`src/hdl/tsc_pkg.sv`:
```
`default_nettype none

package tsc_pkg;

    // Data and instruction width.
    localparam int word_size = 16;

    // Index into the four general registers.
    typedef logic [1:0] reg_addr_t;

    // Major opcodes in instr[15:12].
    typedef enum logic [3:0] {
        op_adi   = 4'd4,  // Add sign-extended immediate.
        op_ori   = 4'd5,  // Or with zero-extended immediate.
        op_lhi   = 4'd6,  // Immediate into the upper byte.
        op_lwd   = 4'd7,
        op_swd   = 4'd8,
        op_rtype = 4'd15  // Function field selects the operation.
    } opcode_e;

    // R-type function codes in instr[5:0].
    typedef enum logic [5:0] {
        func_add = 6'd0,
        func_sub = 6'd1,
        func_and = 6'd2,
        func_orr = 6'd3,
        func_not = 6'd4,
        func_tcp = 6'd5,  // Two's complement.
        func_shl = 6'd6,
        func_shr = 6'd7,
        func_wwd = 6'd28, // Write word to the output port.
        func_hlt = 6'd29
    } func_e;

    // Operations carried out by the execute stage ALU.
    // The unary ones (not, tcp and the shifts) work on operand A only.
    typedef enum logic [2:0] {
        alu_add = 3'd0,
        alu_sub = 3'd1,
        alu_and = 3'd2,
        alu_or  = 3'd3,
        alu_not = 3'd4,
        alu_tcp = 3'd5,
        alu_shl = 3'd6,
        alu_shr = 3'd7
    } alu_op_e;

endpackage

`default_nettype wire

```
`src/hdl/register_file.sv`:
```
`timescale 1ns/10ps
`default_nettype none

module register_file (
    input  wire                              clk,
    input  wire                              reset_n,
    input  wire tsc_pkg::reg_addr_t          rs_addr,
    input  wire tsc_pkg::reg_addr_t          rt_addr,
    input  wire                              wb_write,
    input  wire tsc_pkg::reg_addr_t          wb_addr,
    input  wire [tsc_pkg::word_size-1:0]     wb_data,
    output logic [tsc_pkg::word_size-1:0]    rs_data,
    output logic [tsc_pkg::word_size-1:0]    rt_data
);

    logic [tsc_pkg::word_size-1:0] regs [4];

    // Reset is active high in this design.
    always_ff @(posedge clk) begin
        if (reset_n) begin
            for (int i = 0; i < 4; i++) begin
                regs[i] <= '0;
            end
        end else if (wb_write) begin
            regs[wb_addr] <= wb_data;
        end
    end

    // A write in the same cycle is passed straight to the reader.
    always_comb begin
        if (wb_write && (wb_addr == rs_addr)) begin
            rs_data = wb_data;
        end else begin
            rs_data = regs[rs_addr];
        end
    end

    always_comb begin
        if (wb_write && (wb_addr == rt_addr)) begin
            rt_data = wb_data;
        end else begin
            rt_data = regs[rt_addr];
        end
    end

endmodule

`default_nettype wire

```
`src/hdl/control_decoder.sv`:
```
`timescale 1ns/10ps
`default_nettype none

module control_decoder (
    input  wire [tsc_pkg::word_size-1:0]     instr,
    output tsc_pkg::opcode_e                 opcode,
    output tsc_pkg::reg_addr_t               rs,
    output tsc_pkg::reg_addr_t               rt,
    output tsc_pkg::reg_addr_t               rd,
    output logic [tsc_pkg::word_size-1:0]    imm,
    output tsc_pkg::alu_op_e                 alu_op,
    output logic                             alu_src_imm,
    output logic                             use_zero_a,
    output logic                             mem_read,
    output logic                             mem_write,
    output logic                             reg_write,
    output logic                             mem_to_reg,
    output logic                             is_wwd,
    output logic                             is_halt
);

    tsc_pkg::func_e func;
    logic [7:0]     imm8;

    assign opcode = tsc_pkg::opcode_e'(instr[15:12]);
    assign func   = tsc_pkg::func_e'(instr[5:0]);
    assign rs     = instr[11:10];
    assign rt     = instr[9:8];
    assign rd     = instr[7:6];
    assign imm8   = instr[7:0];

    always_comb begin
        // Defaults form a no-operation.
        imm         = {{8{imm8[7]}}, imm8};
        alu_op      = tsc_pkg::alu_add;
        alu_src_imm = 1'b0;
        use_zero_a  = 1'b0;
        mem_read    = 1'b0;
        mem_write   = 1'b0;
        reg_write   = 1'b0;
        mem_to_reg  = 1'b0;
        is_wwd      = 1'b0;
        is_halt     = 1'b0;
        case (opcode)
            tsc_pkg::op_adi: begin
                alu_src_imm = 1'b1;
                reg_write   = 1'b1;
            end
            tsc_pkg::op_ori: begin
                imm         = {8'h00, imm8};
                alu_op      = tsc_pkg::alu_or;
                alu_src_imm = 1'b1;
                reg_write   = 1'b1;
            end
            tsc_pkg::op_lhi: begin
                // Zero or'ed with the shifted immediate gives the loaded value.
                imm         = {imm8, 8'h00};
                alu_op      = tsc_pkg::alu_or;
                alu_src_imm = 1'b1;
                use_zero_a  = 1'b1;
                reg_write   = 1'b1;
            end
            tsc_pkg::op_lwd: begin
                alu_src_imm = 1'b1;
                mem_read    = 1'b1;
                reg_write   = 1'b1;
                mem_to_reg  = 1'b1;
            end
            tsc_pkg::op_swd: begin
                alu_src_imm = 1'b1;
                mem_write   = 1'b1;
            end
            tsc_pkg::op_rtype: begin
                reg_write = 1'b1;
                case (func)
                    tsc_pkg::func_add: alu_op = tsc_pkg::alu_add;
                    tsc_pkg::func_sub: alu_op = tsc_pkg::alu_sub;
                    tsc_pkg::func_and: alu_op = tsc_pkg::alu_and;
                    tsc_pkg::func_orr: alu_op = tsc_pkg::alu_or;
                    tsc_pkg::func_not: alu_op = tsc_pkg::alu_not;
                    tsc_pkg::func_tcp: alu_op = tsc_pkg::alu_tcp;
                    tsc_pkg::func_shl: alu_op = tsc_pkg::alu_shl;
                    tsc_pkg::func_shr: alu_op = tsc_pkg::alu_shr;
                    tsc_pkg::func_wwd: begin
                        reg_write = 1'b0;
                        is_wwd    = 1'b1;
                    end
                    tsc_pkg::func_hlt: begin
                        reg_write = 1'b0;
                        is_halt   = 1'b1;
                    end
                    default: reg_write = 1'b0;
                endcase
            end
            default: ;
        endcase
    end

endmodule

`default_nettype wire

```
`src/hdl/id_ex_reg.sv`:
```
`timescale 1ns/10ps
`default_nettype none

module id_ex_reg (
    input  wire                              clk,
    input  wire                              reset_n,
    input  wire                              stall,
    input  wire                              flush,
    input  wire                              instr_valid,
    input  wire tsc_pkg::opcode_e            opcode_in,
    input  wire tsc_pkg::reg_addr_t          rt_in,
    input  wire tsc_pkg::reg_addr_t          rd_in,
    input  wire [tsc_pkg::word_size-1:0]     imm_in,
    input  wire tsc_pkg::alu_op_e            alu_op_in,
    input  wire                              alu_src_imm_in,
    input  wire                              use_zero_a_in,
    input  wire                              mem_read_in,
    input  wire                              mem_write_in,
    input  wire                              reg_write_in,
    input  wire                              mem_to_reg_in,
    input  wire                              is_wwd_in,
    input  wire                              is_halt_in,
    input  wire [tsc_pkg::word_size-1:0]     rs_data_in,
    input  wire [tsc_pkg::word_size-1:0]     rt_data_in,
    output logic                             valid_out,
    output tsc_pkg::opcode_e                 opcode_out,
    output tsc_pkg::reg_addr_t               rt_out,
    output tsc_pkg::reg_addr_t               rd_out,
    output logic [tsc_pkg::word_size-1:0]    imm_out,
    output tsc_pkg::alu_op_e                 alu_op_out,
    output logic                             alu_src_imm_out,
    output logic                             use_zero_a_out,
    output logic                             mem_read_out,
    output logic                             mem_write_out,
    output logic                             reg_write_out,
    output logic                             mem_to_reg_out,
    output logic                             is_wwd_out,
    output logic                             is_halt_out,
    output logic [tsc_pkg::word_size-1:0]    rs_data_out,
    output logic [tsc_pkg::word_size-1:0]    rt_data_out
);

    // Control bits. Flush wins over stall and leaves a bubble.
    always_ff @(posedge clk) begin
        if (reset_n || flush) begin
            valid_out      <= 1'b0;
            mem_read_out   <= 1'b0;
            mem_write_out  <= 1'b0;
            reg_write_out  <= 1'b0;
            mem_to_reg_out <= 1'b0;
            is_wwd_out     <= 1'b0;
            is_halt_out    <= 1'b0;
        end else if (!stall) begin
            valid_out      <= instr_valid;
            mem_read_out   <= mem_read_in;
            mem_write_out  <= mem_write_in;
            reg_write_out  <= reg_write_in;
            mem_to_reg_out <= mem_to_reg_in;
            is_wwd_out     <= is_wwd_in;
            is_halt_out    <= is_halt_in;
        end
    end

    // Operands and datapath selects; only meaningful while valid_out is set.
    always_ff @(posedge clk) begin
        if (!stall) begin
            opcode_out      <= opcode_in;
            rt_out          <= rt_in;
            rd_out          <= rd_in;
            imm_out         <= imm_in;
            alu_op_out      <= alu_op_in;
            alu_src_imm_out <= alu_src_imm_in;
            use_zero_a_out  <= use_zero_a_in;
            rs_data_out     <= rs_data_in;
            rt_data_out     <= rt_data_in;
        end
    end

endmodule

`default_nettype wire

```
`src/hdl/execute_unit.sv`:
```
`timescale 1ns/10ps
`default_nettype none

module execute_unit (
    input  wire                              valid,
    input  wire tsc_pkg::alu_op_e            alu_op,
    input  wire                              alu_src_imm,
    input  wire                              use_zero_a,
    input  wire tsc_pkg::opcode_e            opcode,
    input  wire tsc_pkg::reg_addr_t          rt,
    input  wire tsc_pkg::reg_addr_t          rd,
    input  wire [tsc_pkg::word_size-1:0]     rs_data,
    input  wire [tsc_pkg::word_size-1:0]     rt_data,
    input  wire [tsc_pkg::word_size-1:0]     imm,
    input  wire                              mem_read_in,
    input  wire                              mem_write_in,
    input  wire                              reg_write_in,
    input  wire                              mem_to_reg_in,
    input  wire                              is_wwd,
    input  wire                              is_halt,
    output logic                             ex_valid,
    output logic [tsc_pkg::word_size-1:0]    alu_result,
    output logic [tsc_pkg::word_size-1:0]    store_data,
    output tsc_pkg::reg_addr_t               dest_reg,
    output logic                             mem_read,
    output logic                             mem_write,
    output logic                             reg_write,
    output logic                             mem_to_reg,
    output logic                             wwd_valid,
    output logic [tsc_pkg::word_size-1:0]    wwd_value,
    output logic                             halted
);

    logic [tsc_pkg::word_size-1:0] op_a;
    logic [tsc_pkg::word_size-1:0] op_b;

    assign op_a = use_zero_a ? '0 : rs_data;
    assign op_b = alu_src_imm ? imm : rt_data;

    always_comb begin
        case (alu_op)
            tsc_pkg::alu_add: alu_result = op_a + op_b;
            tsc_pkg::alu_sub: alu_result = op_a - op_b;
            tsc_pkg::alu_and: alu_result = op_a & op_b;
            tsc_pkg::alu_or:  alu_result = op_a | op_b;
            tsc_pkg::alu_not: alu_result = ~op_a;
            tsc_pkg::alu_tcp: alu_result = ~op_a + 16'd1;
            tsc_pkg::alu_shl: alu_result = op_a << 1;
            tsc_pkg::alu_shr: alu_result = op_a >> 1; // Logical shift.
            default:          alu_result = '0;
        endcase
    end

    // R-type writes rd, every immediate form writes rt.
    assign dest_reg   = (opcode == tsc_pkg::op_rtype) ? rd : rt;
    assign store_data = rt_data;
    assign wwd_value  = rs_data;

    // A bubble must not write anything.
    assign ex_valid   = valid;
    assign mem_read   = valid & mem_read_in;
    assign mem_write  = valid & mem_write_in;
    assign reg_write  = valid & reg_write_in;
    assign mem_to_reg = valid & mem_to_reg_in;
    assign wwd_valid  = valid & is_wwd;
    assign halted     = valid & is_halt;

endmodule

`default_nettype wire

```
`src/hdl/decode_execute_top.sv`:
```
`timescale 1ns/10ps
`default_nettype none

module decode_execute_top (
    input  wire                              clk,
    input  wire                              reset_n,
    input  wire [tsc_pkg::word_size-1:0]     instr,
    input  wire                              instr_valid,
    input  wire                              stall,
    input  wire                              flush,
    input  wire                              wb_write,
    input  wire tsc_pkg::reg_addr_t          wb_addr,
    input  wire [tsc_pkg::word_size-1:0]     wb_data,
    output logic                             ex_valid,
    output logic [tsc_pkg::word_size-1:0]    alu_result,
    output logic [tsc_pkg::word_size-1:0]    store_data,
    output tsc_pkg::reg_addr_t               dest_reg,
    output logic                             mem_read,
    output logic                             mem_write,
    output logic                             reg_write,
    output logic                             mem_to_reg,
    output logic                             wwd_valid,
    output logic [tsc_pkg::word_size-1:0]    wwd_value,
    output logic                             halted
);

    // Decode stage outputs.
    tsc_pkg::opcode_e              dec_opcode;
    tsc_pkg::reg_addr_t            dec_rs;
    tsc_pkg::reg_addr_t            dec_rt;
    tsc_pkg::reg_addr_t            dec_rd;
    logic [tsc_pkg::word_size-1:0] dec_imm;
    tsc_pkg::alu_op_e              dec_alu_op;
    logic                          dec_alu_src_imm;
    logic                          dec_use_zero_a;
    logic                          dec_mem_read;
    logic                          dec_mem_write;
    logic                          dec_reg_write;
    logic                          dec_mem_to_reg;
    logic                          dec_is_wwd;
    logic                          dec_is_halt;
    logic [tsc_pkg::word_size-1:0] dec_rs_data;
    logic [tsc_pkg::word_size-1:0] dec_rt_data;

    // ID/EX register outputs.
    logic                          pipe_valid;
    tsc_pkg::opcode_e              pipe_opcode;
    tsc_pkg::reg_addr_t            pipe_rt;
    tsc_pkg::reg_addr_t            pipe_rd;
    logic [tsc_pkg::word_size-1:0] pipe_imm;
    tsc_pkg::alu_op_e              pipe_alu_op;
    logic                          pipe_alu_src_imm;
    logic                          pipe_use_zero_a;
    logic                          pipe_mem_read;
    logic                          pipe_mem_write;
    logic                          pipe_reg_write;
    logic                          pipe_mem_to_reg;
    logic                          pipe_is_wwd;
    logic                          pipe_is_halt;
    logic [tsc_pkg::word_size-1:0] pipe_rs_data;
    logic [tsc_pkg::word_size-1:0] pipe_rt_data;

    control_decoder i_control_decoder (
        .instr(instr), .opcode(dec_opcode), .rs(dec_rs), .rt(dec_rt), .rd(dec_rd),
        .imm(dec_imm), .alu_op(dec_alu_op), .alu_src_imm(dec_alu_src_imm),
        .use_zero_a(dec_use_zero_a), .mem_read(dec_mem_read), .mem_write(dec_mem_write),
        .reg_write(dec_reg_write), .mem_to_reg(dec_mem_to_reg), .is_wwd(dec_is_wwd),
        .is_halt(dec_is_halt)
    );

    register_file i_register_file (
        .clk(clk), .reset_n(reset_n), .rs_addr(dec_rs), .rt_addr(dec_rt),
        .wb_write(wb_write), .wb_addr(wb_addr), .wb_data(wb_data),
        .rs_data(dec_rs_data), .rt_data(dec_rt_data)
    );

    id_ex_reg i_id_ex_reg (
        .clk(clk), .reset_n(reset_n), .stall(stall), .flush(flush),
        .instr_valid(instr_valid), .opcode_in(dec_opcode), .rt_in(dec_rt), .rd_in(dec_rd),
        .imm_in(dec_imm), .alu_op_in(dec_alu_op), .alu_src_imm_in(dec_alu_src_imm),
        .use_zero_a_in(dec_use_zero_a), .mem_read_in(dec_mem_read),
        .mem_write_in(dec_mem_write), .reg_write_in(dec_reg_write),
        .mem_to_reg_in(dec_mem_to_reg), .is_wwd_in(dec_is_wwd), .is_halt_in(dec_is_halt),
        .rs_data_in(dec_rs_data), .rt_data_in(dec_rt_data),
        .valid_out(pipe_valid), .opcode_out(pipe_opcode), .rt_out(pipe_rt), .rd_out(pipe_rd),
        .imm_out(pipe_imm), .alu_op_out(pipe_alu_op), .alu_src_imm_out(pipe_alu_src_imm),
        .use_zero_a_out(pipe_use_zero_a), .mem_read_out(pipe_mem_read),
        .mem_write_out(pipe_mem_write), .reg_write_out(pipe_reg_write),
        .mem_to_reg_out(pipe_mem_to_reg), .is_wwd_out(pipe_is_wwd),
        .is_halt_out(pipe_is_halt), .rs_data_out(pipe_rs_data), .rt_data_out(pipe_rt_data)
    );

    execute_unit i_execute_unit (
        .valid(pipe_valid), .alu_op(pipe_alu_op), .alu_src_imm(pipe_alu_src_imm),
        .use_zero_a(pipe_use_zero_a), .opcode(pipe_opcode), .rt(pipe_rt), .rd(pipe_rd),
        .rs_data(pipe_rs_data), .rt_data(pipe_rt_data), .imm(pipe_imm),
        .mem_read_in(pipe_mem_read), .mem_write_in(pipe_mem_write),
        .reg_write_in(pipe_reg_write), .mem_to_reg_in(pipe_mem_to_reg),
        .is_wwd(pipe_is_wwd), .is_halt(pipe_is_halt),
        .ex_valid(ex_valid), .alu_result(alu_result), .store_data(store_data),
        .dest_reg(dest_reg), .mem_read(mem_read), .mem_write(mem_write),
        .reg_write(reg_write), .mem_to_reg(mem_to_reg), .wwd_valid(wwd_valid),
        .wwd_value(wwd_value), .halted(halted)
    );

endmodule

`default_nettype wire

```
`config.mk`:
```
export PLATFORM = sky130hd
export DESIGN_NAME = decode_execute_top
export DESIGN_NICKNAME = d
export VERILOG_FILES = /design/src/hdl/tsc_pkg.sv /design/src/hdl/register_file.sv /design/src/hdl/control_decoder.sv /design/src/hdl/id_ex_reg.sv /design/src/hdl/execute_unit.sv /design/src/hdl/decode_execute_top.sv
export SDC_FILE = /design/constraint.sdc
export NUM_CORES = 1
export LEC_CHECK = 0
export ABC_AREA = 0
export BUFFER_PORTS_ARGS = -buffer_cell sky130_fd_sc_hd__buf_2
export CORE_MARGIN = 2
export CORE_UTILIZATION = 54
export DETAILED_ROUTE_END_ITERATION = 12
export MAX_ROUTING_LAYER = met4
export PLACE_DENSITY = 0.77
export SYNTH_ARGS = -nofsm -noshare
export SYNTH_HDL_FRONTEND = slang
export SYNTH_SLANG_ARGS = --single-unit
```
`constraint.sdc`:
```
create_clock -name clk -period 4 [get_ports clk]
set_input_delay 0.4 -clock clk [delete_from_list [all_inputs] [get_ports clk]]
set_output_delay 0.4 -clock clk [all_outputs]
set_load 0.005 [all_outputs]
```
; Word-level counts from Yosys, hierarchy flattened
; Memory sizes are Yosys's and may differ from the RTL's.
; Index checks and enable logic that the tools add are counted.
[totals]
inputBits = 40
output_inout_bits = 57
regBits = 67
word_cells = 89
latchBits = 0
rom_bits = 0
n_memories = 1
mem_bits_rw = 64
[memory_table]
columns = memory, depth, width, read_ports, rd_clocked_by_memory_dff, write_ports, line_no
row1 = i_register_file.regs, 4, 16, 2, 0, 4, register_file.sv:16  ; logic [tsc_pkg::word_size-1:0] regs [4];
[op_classes]
add_sub_neg = 3
bitwise_logic = 8
shifts = 0
muxes = 27
reduce_logical = 10
multipliers = 0
n_lt_le_gt_ge = 0
eq_ne = 25
n_div = 0
[op_table]
columns = cell, n
row1 = one-hot mux 16 bit (8 select lines), 1
row2 = two-way mux 16 bit, 5
row3 = one-hot mux 16 bit (2 select lines), 1
row4 = equality test 6 x 3 -> 1 bit (second input constant), 4
row5 = one-hot mux 3 bit (7 select lines), 1
row6 = adder 16 x 1 -> 16 bit (second input constant), 1
row7 = adder 16 bit, 1
row8 = AND 16 bit, 1
row9 = equality test 4 x 3 -> 1 bit (second input constant), 4
row10 = NOT 16 bit, 1
row11 = bitwise OR 16 bit, 1
row12 = OR reduction 16 bit, 1
row13 = subtractor 16 bit, 1
row14 = two-way mux 1 bit, 15
row15 = equality test 3 bit (second input constant), 4
row16 = equality test 4 bit (second input constant), 3
row17 = equality test 6 x 2 -> 1 bit (second input constant), 2
row18 = equality test 6 x 5 -> 1 bit (second input constant), 2
row19 = OR reduction 8 bit, 1
row20 = equality test 3 x 2 -> 1 bit (second input constant), 2
row21 = equality test 6 x 1 -> 1 bit (second input constant), 1
row22 = zero test 6 bit, 1
row23 = one-hot mux 3 bit (2 select lines), 1
row24 = AND 1 bit, 5
row25 = other kinds (10), 13

; Longest topological paths before layout
; Gate-level depths: netlist of run 1.
[logic_depth]
depth_word = 5
mapped_depth = 20
depth_no_buf = 15

; Hierarchy
; From an unflattened synthesis of run 1, not the netlist that was laid out.
[unflattened]
cells_unflattened = 805
hier_area_um2 = 9405.3
[modules_own_cells]
columns = module, seq_area_each_um2, cells_per_inst, n_inst, area_each_um2
row1 = register_file, 1921.8, 221, 1, 3812.4
row2 = execute_unit, 0.0, 441, 1, 3131.8
row3 = id_ex_reg, 1971.9, 86, 1, 2090.8
row4 = control_decoder, 0.0, 57, 1, 370.4

; Worst setup path after synthesis of run 1
; Ideal clock, no wire load.
[synth_timing]
path_type = register to output
start = reg i_id_ex_reg.alu_src_imm_out
end = out alu_result[15] (netlist bit)
required_ns = 3.600
stages_incl_launch_ff = 21
arrival_time_ns = 3.820
path_slack_ns = -0.220
path_buffers = 5
path_cell_list = edfxtp_1 -> buf_6 -> buf_6 -> buf_6 -> buf_4 -> mux2i_1 -> ha_1 -> o221ai_1 -> nor3b_1 -> nor2b_1 -> and2_1 -> a21oi_1 -> xor2_1 -> ha_1 -> clkbuf_1 -> a21oi_1 -> o21ai_0 -> a21o_2 -> a221o_1 -> xnor2_1 -> o21ai_1
[synth_via]
elab_chain_cells = 3
word_cells_on_any_way = 6
classes_between = 2 x add/sub / 2 x mux / 2 x bitwise
[synth_rtl]
columns = item, line_no
row1 = from (decl), id_ex_reg.sv:31  ; output logic alu_src_imm_out,
row2 = from (signal assigned), id_ex_reg.sv:72  ; alu_src_imm_out <= alu_src_imm_in;
row3 = two-way mux 16 bit (*), execute_unit.sv:38  ; assign op_b = alu_src_imm ? imm : rt_data;
row4 = subtractor 16 bit (tied with other cells), execute_unit.sv:43  ; tsc_pkg::alu_sub: alu_result = op_a - op_b;
row5 = one-hot mux 16 bit (8 select lines) (*), execute_unit.sv:41  ; case (alu_op)
row6 = to (decl), decode_execute_top.sv:15  ; output logic [tsc_pkg::word_size-1:0] alu_result,
; Mark *: on every way between the ends. The rest lies on a longest branch, timed or not.

; Final worst setup path of run 1
; Ends and elaborated chain as after synthesis.

==> run metrics, run 1 <==
status complete, but fails checks; failing checks negative setup slack; worst path bufs/invs 3; syn nets 837; logic gate share of total power 24.9%; Clk pwr share 34.5%; endpoints failing hold 0; GRT Overall Usage 26.8%; Worst Setup SP i_id_ex_reg.alu_src_imm_out; CP peak stage delay 0.39 ns; total power draw 0.00427 W; clock slew at reported path FFs 0.06 ns; Synth Area per Inst 11.1 µm²; Clock Tree Buf Depth 2; Seq/Total Area, Yosys 44.8%; worst reg-to-reg setup slack 2.55 ns; Fillers 1239; final period utilization 103%; Critical Path Stages 16; asr flop ratio synth 0%; yosys warns 0; power per cell area 422 nW/µm²; Yosys cell types 69; Sw Ratio 28.7%; port bufs 96; Sw Pwr 0.00122 W; Num Clock Sinks 131; P_int 0.00304 W; CP Capture Type primary output; drt pass-1 iters 5; initial DRC count 735; setup tns final -0.117 ns; peak supply drop 0.399 mV; Fmax 0.243 GHz; Root Buffer Master clkbuf_16; layout cells sized above 1 30.3%; Clk Latency, worst-skew pair 0.42 ns; Placed Cells 1068; Cells after Synth 777; Post-CTS Hold Buffers 0; via/cell ratio 5.90; share of the core filled with cells 64.1%; register bit total from synthesis 131; Residual DRC 0; non-filler cells, final 1106; max-slew violations 0; first-pass GRT wire length 33.3 mm; DP Area 9370 µm²; Clock Skew 0.00419 ns; Least-Margin Pin Slew 1.15 ns; CP arrival 3.72 ns; # H-tree levels 4; RSZ-0062 raised after global routing yes; Rows 46; final setup fails 1; GRT overflow 0; final WL 21.3 mm; IO Pins 97; chip height 131 µm; family with the most delay on the worst path compound AO/OA/AOI/OAI gates; CTS tree built; pin count of the biggest net entering global routing 52; Flop pwr share 40.6%; post-route cell area 10100 µm²; nets 937; end of the critical path alu_result[15]; crit path launch type register; starting density of the core 54.8%; gpl congestion 0.938; kind of critical path reg2out; Final WS setup -0.117 ns; max cap viols 0; Vias 6525; CTS Buf Count 17; Slew headroom 23.2%; Critical R2R Capture i_id_ex_reg.rt_data_out[6]; crit path cell chain buf_6, buf_4, mux2_2, nor3b_2, nor2b_2, and2_4, a21oi_2, xor2_1, ha_1, a21oi_2, o21ai_1, a21o_2, a221o_1, xnor2_1, o21ai_1, buf_2; Crit-path slowest cell mux2_2; initial antenna violation count 1; Leak 3.85 nW; RR Startpoint i_register_file.regs[2][6]; cells on worst reg2reg path 2; crit path max fanout 8; number of enable flip-flop cells after synthesis 125; vias in the first global route 6148; Cell Area, Synth 8650 µm²; Period minus WS final 4.12 ns; top_reg_cell synth edfxtp_1; Core Area 15800 µm²; DIE AREA 17000 µm²; Post-DRT Antenna Nets 0; P&R area growth vs syn 16.9%; Critical Path RT 3.60 ns; Hold WC Path Type in2reg; Avg WL per Cell 19.2 µm; hpwl dp 15.3 mm; die width 131 µm
registers in the layout, summed over array words and instances (netlist names), 2 cells and up:
signal                   flops
i_id_ex_reg.alu_op_out       3
i_id_ex_reg.rt_out           2
i_id_ex_reg.rt_data_out     16
i_id_ex_reg.rs_data_out     16
i_id_ex_reg.rd_out           2
i_register_file.regs        64
i_id_ex_reg.imm_out         16
i_id_ex_reg.opcode_out       4
logic make-up after synthesis:
logic type	share of synthesized area, %
and+or+nand+nor	17.6
AOI/OAI and AO/OA	11.0
DFF	44.8
muxes	16.2
buffers and inverters	3.55
xor gates and xnor gates	3.63
adders and majority gates	3.21
cells in the mapped netlist (11+ instances only):
master    count  area (µm²)
nand2b_1     11        68.8
nor3_1       25         125
ha_1         19         238
xnor2_1      20         175
mux2_2       37         417
mux4_2       32         721
and2_1       73         457
nand2_1      55         206
inv_1        15        56.3
a21oi_1      43         215
o21ai_0      42         210
edfxtp_1    125        3750
xor2_1       14         123
clkbuf_1     31         116
mux2i_1      26         260
nor2b_1      23         144
nor2_1       52         195
final cells by class:
type / instances / area, µm² / area share [%]
diodes: 1 / 2.50 / 0.0248
clock buffers: 17 / 425 / 4.21
clock inverters: 14 / 141 / 1.40
inverters: 16 / 60.1 / 0.594
multi-input cells: 584 / 4610 / 45.6
flip-flops and latches: 131 / 3870 / 38.3
well taps: 216 / 270 / 2.67
repair buffers: 127 / 721 / 7.13
power groups by stage:
stage / registers [W] / clock network (W) / logic [W]
after floorplan: 0.00172 / 0 / 0.000730
after global placement: 0.00175 / 0 / 0.000998
after detailed placement: 0.00175 / 0 / 0.00100
after CTS: 0.00173 / 0.00149 / 0.00102
after global routing: 0.00174 / 0.00155 / 0.00117
final: 0.00173 / 0.00147 / 0.00106
metrics by stage:
stage                     setup slack (ns)  hold slack [ns]
after floorplan                     0.0278            0.455
after global placement               0.123            0.493
after detailed placement            0.0898            0.515
after CTS                           -0.243            0.212
after global routing                -0.350            0.211
final                               -0.117            0.233
per-layer routing:
| metal | track usage [%] | wire, µm |
|---|---|---|
| met3 | 4.64 | 1200 |
| met2 | 43.8 | 10700 |
| met4 | 9.82 | 513 |
| met5 | - | 0 |
| met1 | 33.9 | 8870 |
placed cells by master (no fill, tap or decap), types with 14 or more instances in the layout:
| cell | Yosys | routed |
|---|---|---|
| mux2i_1 | 26 | 24 |
| nor2b_1 | 23 | 22 |
| buf_2 | 6 | 96 |
| xnor2_1 | 20 | 20 |
| inv_1 | 15 | 14 |
| edfxtp_1 | 125 | 125 |
| buf_4 | 2 | 29 |
| nor3_1 | 25 | 21 |
| a21oi_1 | 43 | 39 |
| nor2_1 | 52 | 52 |
| clkbuf_16 | 0 | 17 |
| o21ai_0 | 42 | 35 |
| and2_1 | 73 | 72 |
| ha_1 | 19 | 15 |
| mux2_2 | 37 | 37 |
| mux4_2 | 32 | 32 |
| nand2_1 | 55 | 53 |
repair_timing:
action | in CTS | in global routing
setup buffers | 2 | 4
gates resized for setup | 9 | 22
setup endpoints to repair | 6 | 8
pin swaps | 10 | 10
worst min-delay path by stage:
stage / slack (ns) / cells past startpoint / to / from
6_report: 0.23 / 1 / i_id_ex_reg.opcode_out[2] / instr[14]
5_1_grt: 0.21 / 1 / i_id_ex_reg.rd_out[1] / instr[7]
4_1_cts: 0.21 / 1 / i_id_ex_reg.rd_out[1] / instr[7]
3_5_place_dp: 0.52 / 2 / i_id_ex_reg.reg_write_out / i_id_ex_reg.reg_write_out
3_3_place_gp: 0.49 / 2 / i_id_ex_reg.reg_write_out / i_id_ex_reg.reg_write_out
2_1_floorplan: 0.45 / 2 / i_id_ex_reg.reg_write_out / i_id_ex_reg.reg_write_out
No activity file was read; power rests on OpenSTA's default activity.
==> run 2, diff against run 1 <==
--- a/config.mk
+++ b/config.mk
@@ -8,10 +8,10 @@
 export ABC_AREA = 0
 export BUFFER_PORTS_ARGS = -buffer_cell sky130_fd_sc_hd__buf_2
 export CORE_MARGIN = 2
-export CORE_UTILIZATION = 54
+export CORE_UTILIZATION = 60
 export DETAILED_ROUTE_END_ITERATION = 12
 export MAX_ROUTING_LAYER = met4
-export PLACE_DENSITY = 0.77
+export PLACE_DENSITY = 0.81
 export SYNTH_ARGS = -nofsm -noshare
 export SYNTH_HDL_FRONTEND = slang
 export SYNTH_SLANG_ARGS = --single-unit
==> constraint.sdc (replaced) <==
create_clock -name clk -period 3.8 [get_ports clk]
set_input_delay 0.38 -clock clk [delete_from_list [all_inputs] [get_ports clk]]
set_output_delay 0.38 -clock clk [all_outputs]
set_load 0.005 [all_outputs]
==> run 2 against run 1 <==
Compared with the run above:
- the run still ends with negative setup slack left
- sequential cell count stayed put
- via count is 6.8% higher
- clock power is 12% higher
- clock-buffer cell count is 10 higher
- largest power group unchanged
- highest routed layer unchanged
==> run metrics, run 2 (same netlist as run 1, synthesis figures left out) <==
status complete, but fails checks; failing checks negative setup slack; clock slew at reported path FFs 0.06 ns (about the same); final setup fails 6 (+5); Period minus WS final 4.23 ns; initial DRC count 943 (+28%); kind of critical path reg2out; worst path bufs/invs 3 (unchanged); power per cell area 455 nW/µm² (+7.7%); Post-DRT Antenna Nets 0 (unchanged); endpoints failing hold 0 (unchanged); GRT Overall Usage 31.3% (+4.5 points); minimum setup slack after placement -0.0467 ns (-0.136 ns); Slew headroom 26.2% (+3.0 points); max-slew violations 0 (unchanged); CTS tree built; # H-tree levels 4 (unchanged); hpwl dp 16.2 mm (+5.4%); GRT overflow 0 (unchanged); CTS Buf Count 17 (unchanged); Avg WL per Cell 21.2 µm (+10%); Hold WC Path Type in2reg; Core Area 14000 µm² (-11%); Leak 4.12 nW (+6.9%); die width 124 µm (-5.0%); Clk Latency, worst-skew pair 0.41 ns (about the same); CP arrival 3.85 ns (+0.13 ns); Worst Setup SP i_id_ex_reg.alu_src_imm_out; commonest cells after routing, fill and taps aside 125 x edfxtp_1, 96 x buf_2, 72 x and2_1; CP peak stage delay 0.36 ns (-0.03 ns); Residual DRC 0 (unchanged); Most flops, register i_register_file.regs; crit path launch type register; IO Pins 97 (unchanged); final WL 23.3 mm (+9.7%); Crit-path slowest cell edfxtp_1; Final WS setup -0.430 ns (-0.313 ns); Critical Path RT 3.42 ns (-0.18 ns); Num Clock Sinks 131 (unchanged); diode count 0 (-1); peak supply drop 0.444 mV (+11%); max reg flops 64 (unchanged); Vias 6966 (+6.8%); Clock Skew 0.00830 ns (+0.00411 ns); DIE AREA 15400 µm² (-9.7%); total power draw 0.00481 W (+13%); initial antenna violation count 0 (-1); via/cell ratio 6.33 (+7.3%); setup tns final -1.37 ns (-1.25 ns); first-pass GRT wire length 34.7 mm (+4.2%); Fmax 0.236 GHz; min-delay src instr[7]; drt pass-1 iters 5 (unchanged); crit path cell chain buf_6, mux2i_4, ha_4, o221ai_4, nor3b_2, nor2b_4, and2_4, a21oi_4, xor2_1, ha_1, buf_6, nand2_1, o21ai_1, a21o_2, a221o_1, xnor2_1, o21ai_1, buf_2; pin count of the biggest net entering global routing 51 (-1.9%); final period utilization 111%; CP Capture Type primary output; starting density of the core 61.8% (+7.0 points); Rows 43 (-6.5%); gpl congestion 0.929 (-0.94%); chip height 124 µm (-5.0%); crit path max fanout 6 (-2); RSZ-0062 raised after global routing yes; Least-Margin Pin Slew 1.10 ns (-0.0444 ns); Root Buffer Master clkbuf_16; RR Startpoint i_register_file.regs[0][5]; port bufs 96 (unchanged); family with the most delay on the worst path compound AO/OA/AOI/OAI gates; nets 967 (+3.2%); Clock Tree Buf Depth 2 (unchanged); P&R area growth vs syn 22.3%; layout cells sized above 1 35.7% (+5.4 points); max cap viols 0 (unchanged); vias in the first global route 6686 (+8.8%); most common cell after layout, fill and taps aside edfxtp_1
==> run 2: cell types whose count changed in the layout (fill, tap and decap cells not counted), moves of 4 or more <==
cell        previous run  this run
a21oi_1               39        31
buf_6                  2        11
nor2_2                 0         4
clkbuf_16             17        22
clkinvlp_4             4         0
buf_4                 29        49
nor2_1                52        46
a21oi_2                4        10
o21ai_0               35        28
o21ai_1                9        13
==> run 2: layout make-up <==
type | instances | area, µm²
clock buffer | 27 | 589
clock inverter | 5 | 27.5
fill | 913 | 3420
inverter | 16 | 60.1
multi-input combinational | 584 | 4820
sequential | 131 | 3870
tap | 180 | 225
timing repair buffer | 157 | 977
==> run 2: through the flow <==
stage	util (%)	instance area [µm²]	instances	hold WS, ns
global route	75.6	10600	1100	0.192
global placement	67.6	9450	1049	0.481
CTS	73.2	10200	1093	0.196
detailed placement	67.6	9450	1049	0.495
finish	75.6	10600	1100	0.201
floorplan	-	8700	777	0.455
==> run 2: timing repair <==
| action | CTS | global route |
|---|---|---|
| setup endpoints to repair | 9 | 9 |
| resized for setup | 34 | 56 |
| buffers inserted | 14 | 9 |
| cloned | 0 | 0 |
| hold buffers | 0 | 0 |
| pin swaps | 30 | 32 |
==> run 2: power by group <==
| group | internal [W] | switching, W | leakage [nW] |
|---|---|---|---|
| sequential | 0.00172 | 0.000105 | 1.27 |
| clock | 0.00106 | 0.000579 | 0.310 |
| combinational | 0.000649 | 0.000688 | 2.54 |
==> run 2: final timing paths <==
check	to	slack, ns	depth (start not counted)
hold / removal	i_id_ex_reg.rd_out[1]	0.20	1
setup / recovery	alu_result[15]	-0.43	18
hold reg to reg	i_id_ex_reg.reg_write_out	0.51	2
setup reg to reg	i_id_ex_reg.rs_data_out[5]	2.36	2
==> run 2: worst reg2reg max path, delay by kind of cell (launching register included) <==
family / cells / cell delay (ns)
multiplexers: 2 / 0.78
flip-flops: 1 / 0.41
==> run 2: metal layers <==
metal / up-vias / global-route usage [%] / routed length (µm) / part of all wire, %
met4: 0 / 11.4 / 635 / 2.7
met1: 3370 / 36.4 / 8630 / 37
li1: 3165 / - / - / -
met5: - / - / 0 / 0
met2: 374 / 55.2 / 12300 / 53
met3: 57 / 4.85 / 1800 / 7.7
==> run 3, diff against run 2 <==
--- a/config.mk
+++ b/config.mk
@@ -8,10 +8,11 @@
 export ABC_AREA = 0
 export BUFFER_PORTS_ARGS = -buffer_cell sky130_fd_sc_hd__buf_2
 export CORE_MARGIN = 2
-export CORE_UTILIZATION = 60
+export CORE_UTILIZATION = 54
+export CTS_CLUSTER_DIAMETER = 150
 export DETAILED_ROUTE_END_ITERATION = 12
 export MAX_ROUTING_LAYER = met4
-export PLACE_DENSITY = 0.81
+export PLACE_DENSITY = 0.77
 export SYNTH_ARGS = -nofsm -noshare
 export SYNTH_HDL_FRONTEND = slang
 export SYNTH_SLANG_ARGS = --single-unit
==> constraint.sdc (replaced) <==
create_clock -name clk -period 3.5 [get_ports clk]
set_input_delay 0.35 -clock clk [delete_from_list [all_inputs] [get_ports clk]]
set_output_delay 0.35 -clock clk [all_outputs]
set_load 0.005 [all_outputs]
==> run 3 against run 2 <==
Compared with the run above:
- the flow still finishes with violations (negative setup slack)
- non-clock buffer count increased by 26
- critical path depth stayed put
- power is 13% higher
- setup slack worse by 0.19 ns
- sequential share of layout area fell by 0.80 points
- sequential cell count stayed put
- sequential power rose by 8%
- die area up 11%
- clock-buffer cell count fell by 10
- final cell count up 5.6%
- clock skew decreased by 0.0044 ns
- critical endpoint is now alu_result[13]
- largest cell class unchanged
- largest power group is now clock
==> run metrics, run 3 (same netlist as run 1, synthesis figures left out) <==
failing checks negative setup slack; Crit-path slowest cell edfxtp_1; first-pass GRT wire length 36.2 mm (+4.3%); Critical R2R Capture i_id_ex_reg.rt_data_out[4]; Least-Margin Pin Slew 1.18 ns (+0.0748 ns); Root Buffer Master clkbuf_16; Clk Latency, worst-skew pair 0.41 ns (about the same); minimum setup slack after placement -0.262 ns (-0.216 ns); IO Pins 97 (unchanged); status complete, but fails checks; starting density of the core 54.8% (-7.0 points); peak supply drop 0.394 mV (-11%); Worst Setup SP i_id_ex_reg.alu_src_imm_out; initial DRC count 726 (-23%); most common cell after layout, fill and taps aside edfxtp_1; crit path cell chain buf_6, mux2i_4, ha_4, o221ai_4, nor3b_2, nor2b_4, and2_4, a21oi_2, xor2_1, ha_1, a21oi_2, buf_4, nor2_1, a311oi_1, a311oi_1, a221oi_1, o21ai_1, buf_2; power per cell area 502 nW/µm² (+10%); chip height 131 µm (+5.2%); Clock Skew 0.00388 ns (-0.00443 ns); DIE AREA 17000 µm² (+11%); GRT Overall Usage 29.2% (-2.2 points); commonest cells after routing, fill and taps aside 125 x edfxtp_1, 96 x buf_2, 75 x buf_4; pin count of the biggest net entering global routing 52 (+2.0%); CTS Buf Count 17 (unchanged); RSZ-0062 raised after global routing yes; Critical Path RT 3.15 ns (-0.27 ns); layout cells sized above 1 36.3% (+0.61 points); Period minus WS final 4.12 ns; die width 131 µm (+5.2%); final setup fails 10 (+4); Core Area 15800 µm² (+13%); Num Clock Sinks 131 (unchanged); WHS Path Cells 1 (unchanged); kind of critical path reg2out; vias in the first global route 6875 (+2.8%); RR Startpoint i_register_file.regs[2][4]; Final WS setup -0.616 ns (-0.186 ns); hpwl dp 15.9 mm (-1.6%); Slew headroom 21.2% (-5.0 points); via/cell ratio 5.99 (-5.5%); final period utilization 118%; initial antenna violation count 0 (unchanged); Critical Path Stages 18 (unchanged); Placed Cells 1110 (+5.8%); CP Capture Type primary output; Worst Hold End i_id_ex_reg.rd_out[1]; endpoints failing hold 0 (unchanged); CP peak stage delay 0.35 ns (about the same); worst path bufs/invs 3 (unchanged); max cap viols 0 (unchanged); CTS tree built; nets 993 (+2.7%); Rows 46 (+7.0%); # H-tree levels 4 (unchanged); Fmax 0.243 GHz; Vias 6956 (-0.14%); min-delay src instr[7]; Sequential Area 3870 µm² (unchanged); Clock Tree Buf Depth 2 (unchanged); P&R area growth vs syn 25.0%; area of the multi-input gates 4750 µm² (-1.3%); clock slew at reported path FFs 0.06 ns (about the same); crit path launch type register; diode count 0 (unchanged); gpl congestion 0.928 (about the same); Post-DRT Antenna Nets 0 (unchanged); CP arrival 3.77 ns (-0.08 ns); Residual DRC 0 (unchanged); port bufs 96 (unchanged); family with the most delay on the worst path compound AO/OA/AOI/OAI gates; drt pass-1 iters 5 (unchanged); Leak 4.25 nW (+3.0%); cells on worst reg2reg path 2 (unchanged); share of the core filled with cells 68.5% (-7.0 points); Avg WL per Cell 20.4 µm (-3.7%); Fillers 1188 (+30%); crit path max fanout 8 (+2); max-slew violations 0 (unchanged); max reg flops 64 (unchanged); GRT overflow 0 (unchanged); Hold WC Path Type in2reg; final WL 23.8 mm (+1.8%); worst reg-to-reg setup slack 2.06 ns (-0.30 ns); Most flops, register i_register_file.regs; non-filler cells, final 1162 (+5.6%)
==> run 3: report_power, final <==
group,switching (W),internal [W],leakage (nW)
logic,0.000744,0.000728,2.66
registers,0.000103,0.00187,1.27
clock network,0.000652,0.00133,0.314
total,0.00150,0.00393,4.25
==> run 3: worst max-delay path by stage <==
stage / slack (ns) / end
floorplan: -0.39 / alu_result[15]
global placement: -0.17 / alu_result[15]
detailed placement: -0.26 / alu_result[15]
CTS: -0.59 / alu_result[15]
global route: -0.81 / alu_result[13]
finish: -0.62 / alu_result[13]
==> run 3: area by class of cell <==
| class | instances | area share [%] |
|---|---|---|
| flip-flops and latches | 131 | 35.8 |
| multi-input cells | 584 | 44.0 |
| well taps | 216 | 2.50 |
| repair buffers | 183 | 11.0 |
| clock buffers | 17 | 3.94 |
| clock inverters | 15 | 2.20 |
| inverters | 16 | 0.556 |
==> run 3: per-stage QoR <==
stage	power [W]	instance area [µm²]	TNS, ns	hold WS (ns)
2_1_floorplan	0.00280	8700	-0.532	0.426
3_3_place_gp	0.00322	9700	-0.292	0.490
3_5_place_dp	0.00325	9700	-0.489	0.496
4_1_cts	0.00533	10600	-3.55	0.151
5_1_grt	0.00563	10800	-6.05	0.143
6_report	0.00543	10800	-4.41	0.171
==> run 3: worst reg2reg max path, delay by kind of cell, from the launching register on <==
| kind | cells | cell delay, ns |
|---|---|---|
| flops | 1 | 0.40 |
| mux | 2 | 0.78 |
==> run 3: timing repair <==
action | in CTS | in global routing
gates resized for setup | 46 | 30
hold buffers | 0 | 0
pin swaps | 26 | 18
buffers inserted | 16 | 7
setup endpoints to repair | 10 | 12
==> run 3: per-layer routing <==
metal / vias up / wire (µm) / global-route usage [%] / share of wire (%)
li1: 3217 / - / - / -
met1: 3361 / 9240 / 35.1 / 39
met2: 305 / 12400 / 49.9 / 52
met3: 73 / 1450 / 5.01 / 6.1
met4: 0 / 692 / 10.3 / 2.9
met5: - / 0 / - / 0
